[src/verilog/memPkg.sv]
package memPkg;

    // Basic datapath widths
    typedef logic [31:0] word_t;              // Data, address or instruction word
    typedef logic [3:0]  memOp_t;             // Memory op from the decoder
    typedef logic [1:0]  busCmd_t;            // Bus command, rwi

    // Load opcodes
    localparam memOp_t MemOpLb  = 4'd1;       // Byte, sign-extended
    localparam memOp_t MemOpLh  = 4'd2;       // Half-word, sign-extended
    localparam memOp_t MemOpLw  = 4'd3;       // Full word
    localparam memOp_t MemOpLbu = 4'd4;       // Byte, zero-extended
    localparam memOp_t MemOpLhu = 4'd5;       // Half-word, zero-extended

    // Store opcodes
    localparam memOp_t MemOpSb = 4'd6;        // Store low byte
    localparam memOp_t MemOpSh = 4'd7;        // Store low half-word
    localparam memOp_t MemOpSw = 4'd8;        // Store whole word

    // Bus commands
    localparam busCmd_t RwiIdle  = 2'b00;
    localparam busCmd_t RwiWrite = 2'b01;
    localparam busCmd_t RwiRead  = 2'b10;
    localparam busCmd_t RwiFetch = 2'b11;

    // Scratchpad geometry and timing
    localparam int MemDepthWords = 64;        // Indexed by address bits 7:2
    localparam int MemLatency    = 3;         // Busy cycles per request

    typedef logic [$clog2(MemDepthWords)-1:0] wordIndex_t; // Word slot in the scratchpad
    typedef logic [$clog2(MemLatency+1)-1:0]  latCount_t;  // Busy down-counter

    // Two-phase access sequencer
    typedef enum logic [1:0] {
        Fetch     = 2'd0,                     // Issue instruction fetch
        FetchWait = 2'd1,                     // Wait for fetch to finish
        Data      = 2'd2,                     // Issue load/store if asked
        DataWait  = 2'd3                      // Wait for data access
    } accessState_t;

    // One bus request as seen by the memory
    typedef struct packed {
        busCmd_t cmd;                         // rwi
        word_t   address;                     // Byte address, bits 1:0 ignored
        word_t   writeData;                   // Zero-extended store data
    } busRequest_t;

endpackage

[src/verilog/memAccessFsm.sv]
module memAccessFsm import memPkg::*; (
    input  logic         clk,
    input  logic         nrst,
    input  logic         busy,                // Memory still working
    input  logic         memRead,             // Instruction is a load
    input  logic         memWrite,            // Instruction is a store
    output logic         reqStrobe,           // One-cycle request to the buffer
    output logic         addrControl,         // 0 fetch addr, 1 ALU addr
    output logic         freeze,              // Stall the CPU
    output logic         fetchDone,           // Instruction word ready
    output logic         loadDone,            // Load data ready
    output busCmd_t      cmd,                 // Command for the strobe
    output accessState_t state
);

    accessState_t stateNext;
    logic         prevBusy;                   // Busy one cycle ago
    logic         busyFall;                   // Memory just finished
    logic         pendingRead;                // Current data access is a load
    logic         dataAccess;                 // Data phase needs the bus

    // Falling-edge detector on busy
    always_ff @(posedge clk) begin
        if (!nrst) begin
            prevBusy <= 1'b0;
        end else begin
            prevBusy <= busy;
        end
    end

    assign busyFall   = prevBusy && !busy;
    assign dataAccess = memRead || memWrite;

    always_ff @(posedge clk) begin
        if (!nrst) begin
            state       <= Fetch;
            pendingRead <= 1'b0;
        end else begin
            state <= stateNext;
            if (state == Data) begin
                pendingRead <= memRead && !memWrite; // Store wins if both set
            end
        end
    end

    always_comb begin
        stateNext   = state;
        reqStrobe   = 1'b0;
        cmd         = RwiIdle;
        addrControl = 1'b0;
        freeze      = 1'b1;
        case (state)
            Fetch: begin
                reqStrobe = 1'b1;             // Fetch from PC
                cmd       = RwiFetch;
                freeze    = 1'b0;
                stateNext = FetchWait;
            end
            FetchWait: begin
                if (busyFall) begin
                    stateNext = Data;
                end
            end
            Data: begin
                addrControl = 1'b1;
                freeze      = dataAccess;     // Low if nothing to do
                if (memWrite) begin
                    reqStrobe = 1'b1;
                    cmd       = RwiWrite;
                    stateNext = DataWait;
                end else if (memRead) begin
                    reqStrobe = 1'b1;
                    cmd       = RwiRead;
                    stateNext = DataWait;
                end else begin
                    stateNext = Fetch;
                end
            end
            DataWait: begin
                addrControl = 1'b1;
                if (busyFall) begin
                    stateNext = Fetch;
                end
            end
            default: stateNext = Fetch;
        endcase
    end

    assign fetchDone = busyFall && (state == FetchWait);
    assign loadDone  = busyFall && (state == DataWait) && pendingRead; // Stores leave CPU result

    // A finished access must land in a wait state
    assert property (@(posedge clk) disable iff (!nrst)
        busyFall |-> (state == FetchWait || state == DataWait));

    // Only one request in flight at a time
    assert property (@(posedge clk) disable iff (!nrst) !(reqStrobe && busy));

endmodule

[src/verilog/dataLaneFormatter.sv]
module dataLaneFormatter import memPkg::*; (
    input  logic   clk,
    input  logic   nrst,
    input  logic   fetchDone,                 // Capture instruction
    input  logic   loadDone,                  // Capture load result
    input  logic   memSource,                 // 1 FPU, 0 register file
    input  memOp_t memOp,
    input  word_t  fpuData,
    input  word_t  regData,
    input  word_t  readData,                  // Word from memory
    output word_t  writeData,                 // Formatted store data
    output word_t  instruction,
    output word_t  dataToCpu
);

    word_t storeSource;                       // Selected store operand
    word_t loadValue;                         // Extended load word

    assign storeSource = memSource ? fpuData : regData;

    // Store width cut, always zero-extended
    always_comb begin
        case (memOp)
            MemOpSb: writeData = {24'b0, storeSource[7:0]};
            MemOpSh: writeData = {16'b0, storeSource[15:0]};
            MemOpSw: writeData = storeSource;
            default: writeData = '0;          // Not a store
        endcase
    end

    // Load extension by opcode
    always_comb begin
        case (memOp)
            MemOpLb:  loadValue = {{24{readData[7]}}, readData[7:0]};
            MemOpLh:  loadValue = {{16{readData[15]}}, readData[15:0]};
            MemOpLw:  loadValue = readData;
            MemOpLbu: loadValue = {24'b0, readData[7:0]};
            MemOpLhu: loadValue = {16'b0, readData[15:0]};
            default:  loadValue = '0;         // Bad load op reads zero
        endcase
    end

    // Result registers toward the CPU
    always_ff @(posedge clk) begin
        if (!nrst) begin
            instruction <= '0;
            dataToCpu   <= '0;
        end else begin
            if (fetchDone) begin
                instruction <= readData;      // Raw fetch word
            end
            if (loadDone) begin
                dataToCpu <= loadValue;
            end
        end
    end

endmodule

[src/verilog/busRequestBuffer.sv]
module busRequestBuffer import memPkg::*; (
    input  logic        clk,
    input  logic        nrst,
    input  logic        reqStrobe,            // New request this cycle
    input  busRequest_t reqIn,                // Combinational request from the mux
    output busRequest_t memReq,               // Held request toward memory
    output logic        memReqValid           // Pulse after capture
);

    // Payload holds until the next strobe
    always_ff @(posedge clk) begin
        if (reqStrobe) begin
            memReq <= reqIn;
        end
    end

    // Start pulse for the memory
    always_ff @(posedge clk) begin
        if (!nrst) begin
            memReqValid <= 1'b0;
        end else begin
            memReqValid <= reqStrobe;
        end
    end

    // Handler must never send an idle command
    assert property (@(posedge clk) disable iff (!nrst)
        memReqValid |-> (memReq.cmd != RwiIdle));

endmodule

[src/verilog/scratchpadMemory.sv]
module scratchpadMemory import memPkg::*; (
    input  logic        clk,
    input  logic        nrst,
    input  logic        memReqValid,          // Start of a request
    input  busRequest_t memReq,               // Held request
    output logic        busy,                 // High MemLatency cycles
    output word_t       readData              // Word at request address
);

    word_t      memArray [MemDepthWords];     // Word storage
    latCount_t  busyCount;                    // Cycles left in access
    wordIndex_t reqIndex;                     // Word slot of request

    assign reqIndex = memReq.address[7:2];    // Byte offset dropped

    // Busy timer
    always_ff @(posedge clk) begin
        if (!nrst) begin
            busyCount <= '0;
        end else if (memReqValid) begin
            busyCount <= latCount_t'(MemLatency);
        end else if (busyCount != '0) begin
            busyCount <= busyCount - 1'b1;
        end
    end

    assign busy = (busyCount != '0);

    // Storage, written as busy rises
    always_ff @(posedge clk) begin
        if (!nrst) begin
            for (int i = 0; i < MemDepthWords; i++) begin
                memArray[i] <= '0;
            end
        end else if (memReqValid && (memReq.cmd == RwiWrite)) begin
            memArray[reqIndex] <= memReq.writeData; // Whole word store
        end
    end

    // Read and fetch share the same port
    // memReq stays put until the next strobe, so this is stable through busy
    assign readData = memArray[reqIndex];

    // One request at a time
    assert property (@(posedge clk) disable iff (!nrst) memReqValid |-> !busy);

endmodule

[src/verilog/memSubsystem.sv]
module memSubsystem import memPkg::*; (
    input  logic   clk,
    input  logic   nrst,
    input  logic   memRead,
    input  logic   memWrite,
    input  logic   memSource,                 // Store data from FPU when set
    input  memOp_t memOp,
    input  word_t  pcAddress,                 // Fetch address
    input  word_t  aluAddress,                // Load/store address
    input  word_t  fpuData,
    input  word_t  regData,
    output logic   freeze,                    // CPU stall
    output word_t  instruction,
    output word_t  dataToCpu
);

    logic         reqStrobe;
    logic         addrControl;
    logic         fetchDone;
    logic         loadDone;
    logic         busy;
    logic         memReqValid;
    busCmd_t      cmd;
    word_t        writeData;                  // Formatted store word
    word_t        readData;                   // Memory output
    busRequest_t  reqIn;                      // Mux side request
    busRequest_t  memReq;                     // Registered request

    // Address mux and request assembly
    assign reqIn.cmd       = cmd;
    assign reqIn.address   = addrControl ? aluAddress : pcAddress;
    assign reqIn.writeData = writeData;

    memAccessFsm fsm_i (
        .clk, .nrst, .busy, .memRead, .memWrite,
        .reqStrobe, .addrControl, .freeze, .fetchDone, .loadDone,
        .cmd, .state()
    );

    dataLaneFormatter lane_i (
        .clk, .nrst, .fetchDone, .loadDone, .memSource, .memOp,
        .fpuData, .regData, .readData, .writeData, .instruction, .dataToCpu
    );

    busRequestBuffer buffer_i (.clk, .nrst, .reqStrobe, .reqIn, .memReq, .memReqValid);

    scratchpadMemory memory_i (.clk, .nrst, .memReqValid, .memReq, .busy, .readData);

endmodule

[config.mk]
export PLATFORM = sky130hd
export DESIGN_NAME = memSubsystem
export DESIGN_NICKNAME = d
export VERILOG_FILES = /design/src/verilog/memPkg.sv /design/src/verilog/memAccessFsm.sv /design/src/verilog/dataLaneFormatter.sv /design/src/verilog/busRequestBuffer.sv /design/src/verilog/scratchpadMemory.sv /design/src/verilog/memSubsystem.sv
export SDC_FILE = /design/constraint.sdc
export NUM_CORES = 2
export LEC_CHECK = 0
export BUFFER_PORTS_ARGS = -buffer_cell sky130_fd_sc_hd__buf_4
export CORE_MARGIN = 2
export CORE_UTILIZATION = 55
export CTS_BUF_LIST = sky130_fd_sc_hd__clkbuf_2
export DETAILED_ROUTE_END_ITERATION = 8
export PLACE_DENSITY = 0.7
export RECOVER_POWER = 100
export SYNTH_ARGS = -nofsm -noshare
export SYNTH_HDL_FRONTEND = slang
export SYNTH_HIERARCHICAL = 1
export SYNTH_SLANG_ARGS = --single-unit
[constraint.sdc]
create_clock -name clk -period 16.3 [get_ports clk]
set_input_delay 4.89 -clock clk [delete_from_list [all_inputs] [get_ports clk]]
set_output_delay 4.89 -clock clk [all_outputs]
set_load 0.05 [all_outputs]
* Yosys cells after proc, flatten, opt, wreduce, memory -nomap -nowiden
Memory sizes are Yosys's and may differ from the RTL's. A register that Yosys moved wholly into a read port is not among the register bits.
Index checks and enable logic that the tools add are counted.
** Cells by class
- Reduce and logical (&&, ||, !) cells :: 15
- Muxes and demuxes :: 27
- Eq/ne operators :: 14
- $add $sub $neg :: 1
** Operator list (number)
- one-hot mux 32 bit (5 select lines) :: 1
- one-hot mux 32 bit (3 select lines) :: 1
- 2-to-1 mux 32 bit :: 2
- OR reduction 32 bit :: 1
- == test 4 x 3 -> 1 bit (second input constant) :: 4
- 2-to-1 mux 2 bit :: 8
- 2-to-1 mux 6 bit :: 2
- == test 4 x 2 -> 1 bit (second input constant) :: 2
- 2-to-1 mux 1 bit :: 8
- 2-to-1 mux 8 bit :: 1
- one-hot mux 2 bit (4 select lines) :: 1
- logical AND 1 bit :: 6
- == test 2 x 1 -> 1 bit (second input constant) :: 2
- == test 2 bit (second input constant) :: 2
- == test 4 x 1 -> 1 bit (second input constant) :: 1
- == test 4 bit (second input constant) :: 1
- inequality test 2 x 1 -> 1 bit (second input constant) :: 2
- one-hot mux 1 bit (2 select lines) :: 2
- one-hot mux 2 bit (2 select lines) :: 1
- nonzero test 2 bit :: 2
- zero test 1 bit :: 2
- zero test 2 bit :: 1
- AND reduction 2 bit :: 1
- OR reduction 2 bit :: 1
- 2 further kinds :: 2
** Storage, ports and cells
- Memory bits (writable) :: 2048
- Flip-flop bits (word level) :: 113
- Memories :: 1
- Output and inout port bits :: 65
** Memory list
- memory_i.memArray :: words 64, width 32, rd ports 1, clocked after Yosys merged registers in 1, write ports 64, RTL line scratchpadMemory.sv:10 : word_t memArray [MemDepthWords];

* Logic depth before layout (Yosys ltp)
- Depth after elaboration :: 7
- Mapped depth :: 15

* By module
The synthesis kept the hierarchy.
** By module, submodules not included
- scratchpadMemory :: cells an instance 6969, instances 1, area an instance 92433.7 µm², sequential area each 61539.0 µm²
- dataLaneFormatter :: cells an instance 370, instances 1, area an instance 3245.6 µm², sequential area each 1281.2 µm²
- busRequestBuffer :: cells an instance 68, instances 1, area an instance 2008.2 µm², sequential area each 2001.9 µm²
- memSubsystem :: cells an instance 36, instances 1, area an instance 544.3 µm², sequential area each 0.0 µm²
- memAccessFsm :: cells an instance 27, instances 1, area an instance 231.5 µm², sequential area each 80.1 µm²

* Worst setup path after synthesis
No wires, ideal clock.
- Path type :: input port to output port
- From :: input port memRead
- To :: output port freeze
- Buffers on the path :: 0
- Slack :: 6.069 ns
- Required time :: 11.410 ns
- Arrival time :: 5.341 ns
- Stages on the path :: 2
- Path through :: o21ai_0 > nand2_1
** On the way
- Cells in the longest elaborated chain, start to end :: 2
** RTL lines
- from (decl) :: RTL line memSubsystem.sv:4 : input logic memRead,
- logical OR 1 bit :: RTL line memAccessFsm.sv:32 : assign dataAccess = memRead || memWrite;
- one-hot mux 1 bit (2 select lines) :: RTL line memAccessFsm.sv:52 : case (state)
- to (decl) :: RTL line memSubsystem.sv:12 : output logic freeze,
Every way passes these cells.

==> results.md <==
- Drt wl/cell: 33.2 µm
- Worst path cell trace: clkbuf_1 -> and4b_1 -> and2_0 -> buf_4 -> nand2_1 -> nand2_1 -> clkbuf_1
- Crit. End Element: flop
- Vias: 68200
- Lkg Pwr: 37.2 nW
- H-tree depth: 6
- CP arrival: 14.57 ns
- Remaining Overflow, GRT: 0
- Delay of the slowest critical-path stage: 3.11 ns
- TritonCTS clock tree: yes
- Setup TNS: 0 ns
- Global Route met3 Usage: 13.1%
- Fraction of layout instances using a drive strength above 1: 15.5%
- Achievable frequency: 0.0760 GHz
- Core Area: 0.176 mm²
- Peak supply drop: 82.9 µV
- CP max stage cell: and2_0
- Endpoints failing setup: 0
- FF-to-FF setup slack: 6.05 ns
- Hold_ws: 0.476 ns
- Failing checks: capacitance limit, slew limit
- Height of the die: 425 µm
- Final Max Slew Viols: 4099
- Minimum clock period: 13.16 ns
- Gate Count Post-Synth: 7416
- Worst slew margin: -180%
- Fin. Hold Viols: 0
- Synth warn: 6
- Grt peak-use layer: met2
- GR Util All Layers: 37.2%
- Nets@finish: 7664
- Starting DRT DRC Count: 10600
- TritonCTS buffer count: 566
- Global-route wire length before repair: 474000 µm
- Final WL: 340000 µm
- Synth-to-layout area growth: 7.07%
- Vias in the first global route: 66600
- Clock Latency Late Sink: 1.93 ns
- FF-to-FF Start: buffer_i/memReq[35]
- Worst R2R Path Depth: 11
- Crit path launch type: primary input
- Critical path class: primary input to flop
- Critical Path Fanout Max: 83
- Row cnt: 154
- Postcts setup bufs: 0
- Syn avg cell area: 13.1 µm²
- Worst R2R End: memory_i/memArray[54][0]
- WHS Path Cells: 2
- Die Width: 425 µm
- Met2 Usage GRT: 53.9%
- Data required, critical path: 17.71 ns
- Setup crit start: nrst
- I/O pins: 202
- Worst-Margin Slew: 4.20 ns
- Synthesized cell area: 0.0973 mm²
- Max Clock Skew: 0.131 ns
- Status: finished, violations left
- Dpl hpwl: 193000 µm
- Initial antenna violation count: 41
- Clock Sinks: 2159
- Pre-antenna DRT Iters: 9
- Cts repair resizes: 0
- DRC Markers: 0
- Crit path to: memory_i/memArray[16][8]
- Antenna Nets Post-Route: 0
- Syn_nets: 7554
- Grt met1 use: 46.4%
- Post-DR vias/cell: 6.67
- Largest net degree at the start of global routing: 103
- Port Buffers: 149
- Period utilisation layout: 80.7%
- Worst min-delay path class: flop to flop
- Die Area: 0.180 mm²
- CTS Buffer Depth: 4
- Hold-fix buffers, CTS: 0
- RePlAce Congestion: 0.965
- Max-cap violations: 137
- Starting density of the core: 55.3%
- Clock-pin slew on the worst setup and hold paths: 0.09 ns
- Unrepaired setup endpoints after global routing: no
- Clk Tree Root Cell: clkbuf_2
- PD cells: 115 mW/mm²
cell usage in the layout (no fill, tap or decap), types with 88 or more instances in the layout:
| cell | n |
|---|---|
| edfxtp_1 | 2088 |
| and2_0 | 1194 |
| clkbuf_2 | 807 |
| and2_1 | 699 |
| a221oi_1 | 404 |
| a22oi_1 | 364 |
| nor2_1 | 284 |
| buf_4 | 222 |
| mux2i_1 | 209 |
| and3_1 | 162 |
| o21ai_0 | 157 |
| clkbuf_1 | 156 |
| o22ai_1 | 131 |
| a21oi_1 | 121 |
| nand2_1 | 88 |
worst min path at each step:
| stage | end | from |
|---|---|---|
| CTS | lane_i/dataToCpu[1] | lane_i/dataToCpu[1] |
| finish | lane_i/dataToCpu[1] | lane_i/dataToCpu[1] |
| global placement | lane_i/dataToCpu[3] | lane_i/dataToCpu[3] |
| global route | lane_i/dataToCpu[0] | lane_i/dataToCpu[0] |
| detailed placement | lane_i/dataToCpu[1] | lane_i/dataToCpu[1] |
| floorplan | memory_i/busyCount[0] | buffer_i/memReqValid |
sequential cells by signal, indices dropped and copies added (netlist names):
register and cells:
memory_i/busyCount 2, fsm_i/state 2, buffer_i/memReqValid 1, memory_i/memArray 2048, fsm_i/pendingRead 1, lane_i/dataToCpu 32, fsm_i/prevBusy 1, buffer_i/memReq 40
lane_i/instruction 32
layout make-up:
class,count,area [µm²]
antenna,21,52.6
fill,14000,71800
timing repair buffer,384,2370
clock buffer,807,4040
sequential,2159,64100
tap,2340,2930
inverter,9,38.8
multi-input combinational,4406,30000
clock inverter,96,574
power by group:
| group | internal (mW) | switching (mW) |
|---|---|---|
| sequential | 6.27 | 0.0593 |
| clock | 1.42 | 2.19 |
| combinational | 0.432 | 1.58 |
per-stage QoR:
step	cells	cell area [µm²]	setup slack (ns)	utilization (%)	total power, mW
after global placement	9298	101000	5.92	57.3	8.34
after floorplan	7416	97300	6.07	-	7.46
after detailed placement	9298	101000	5.95	57.3	8.37
after CTS	10200	105000	5.95	59.9	11.9
after global routing	10200	104000	3.11	59.2	12.3
final	10200	104000	3.14	59.2	12.0
worst max-delay path, delay by kind of cell:
family	cells	cell delay, ns
buf+inv	3	4.78
simple gates	4	4.76
layer usage:
metal | part of all wire [%] | wire length [µm] | up-vias
met2 | 43 | 145000 | 5563
met5 | 0.089 | 303 | -
met4 | 8.4 | 28400 | 26
met1 | 33 | 112000 | 33300
li1 | - | - | 28100
met3 | 16 | 53800 | 1180
Note: power is estimated with default switching activity, not from simulation.
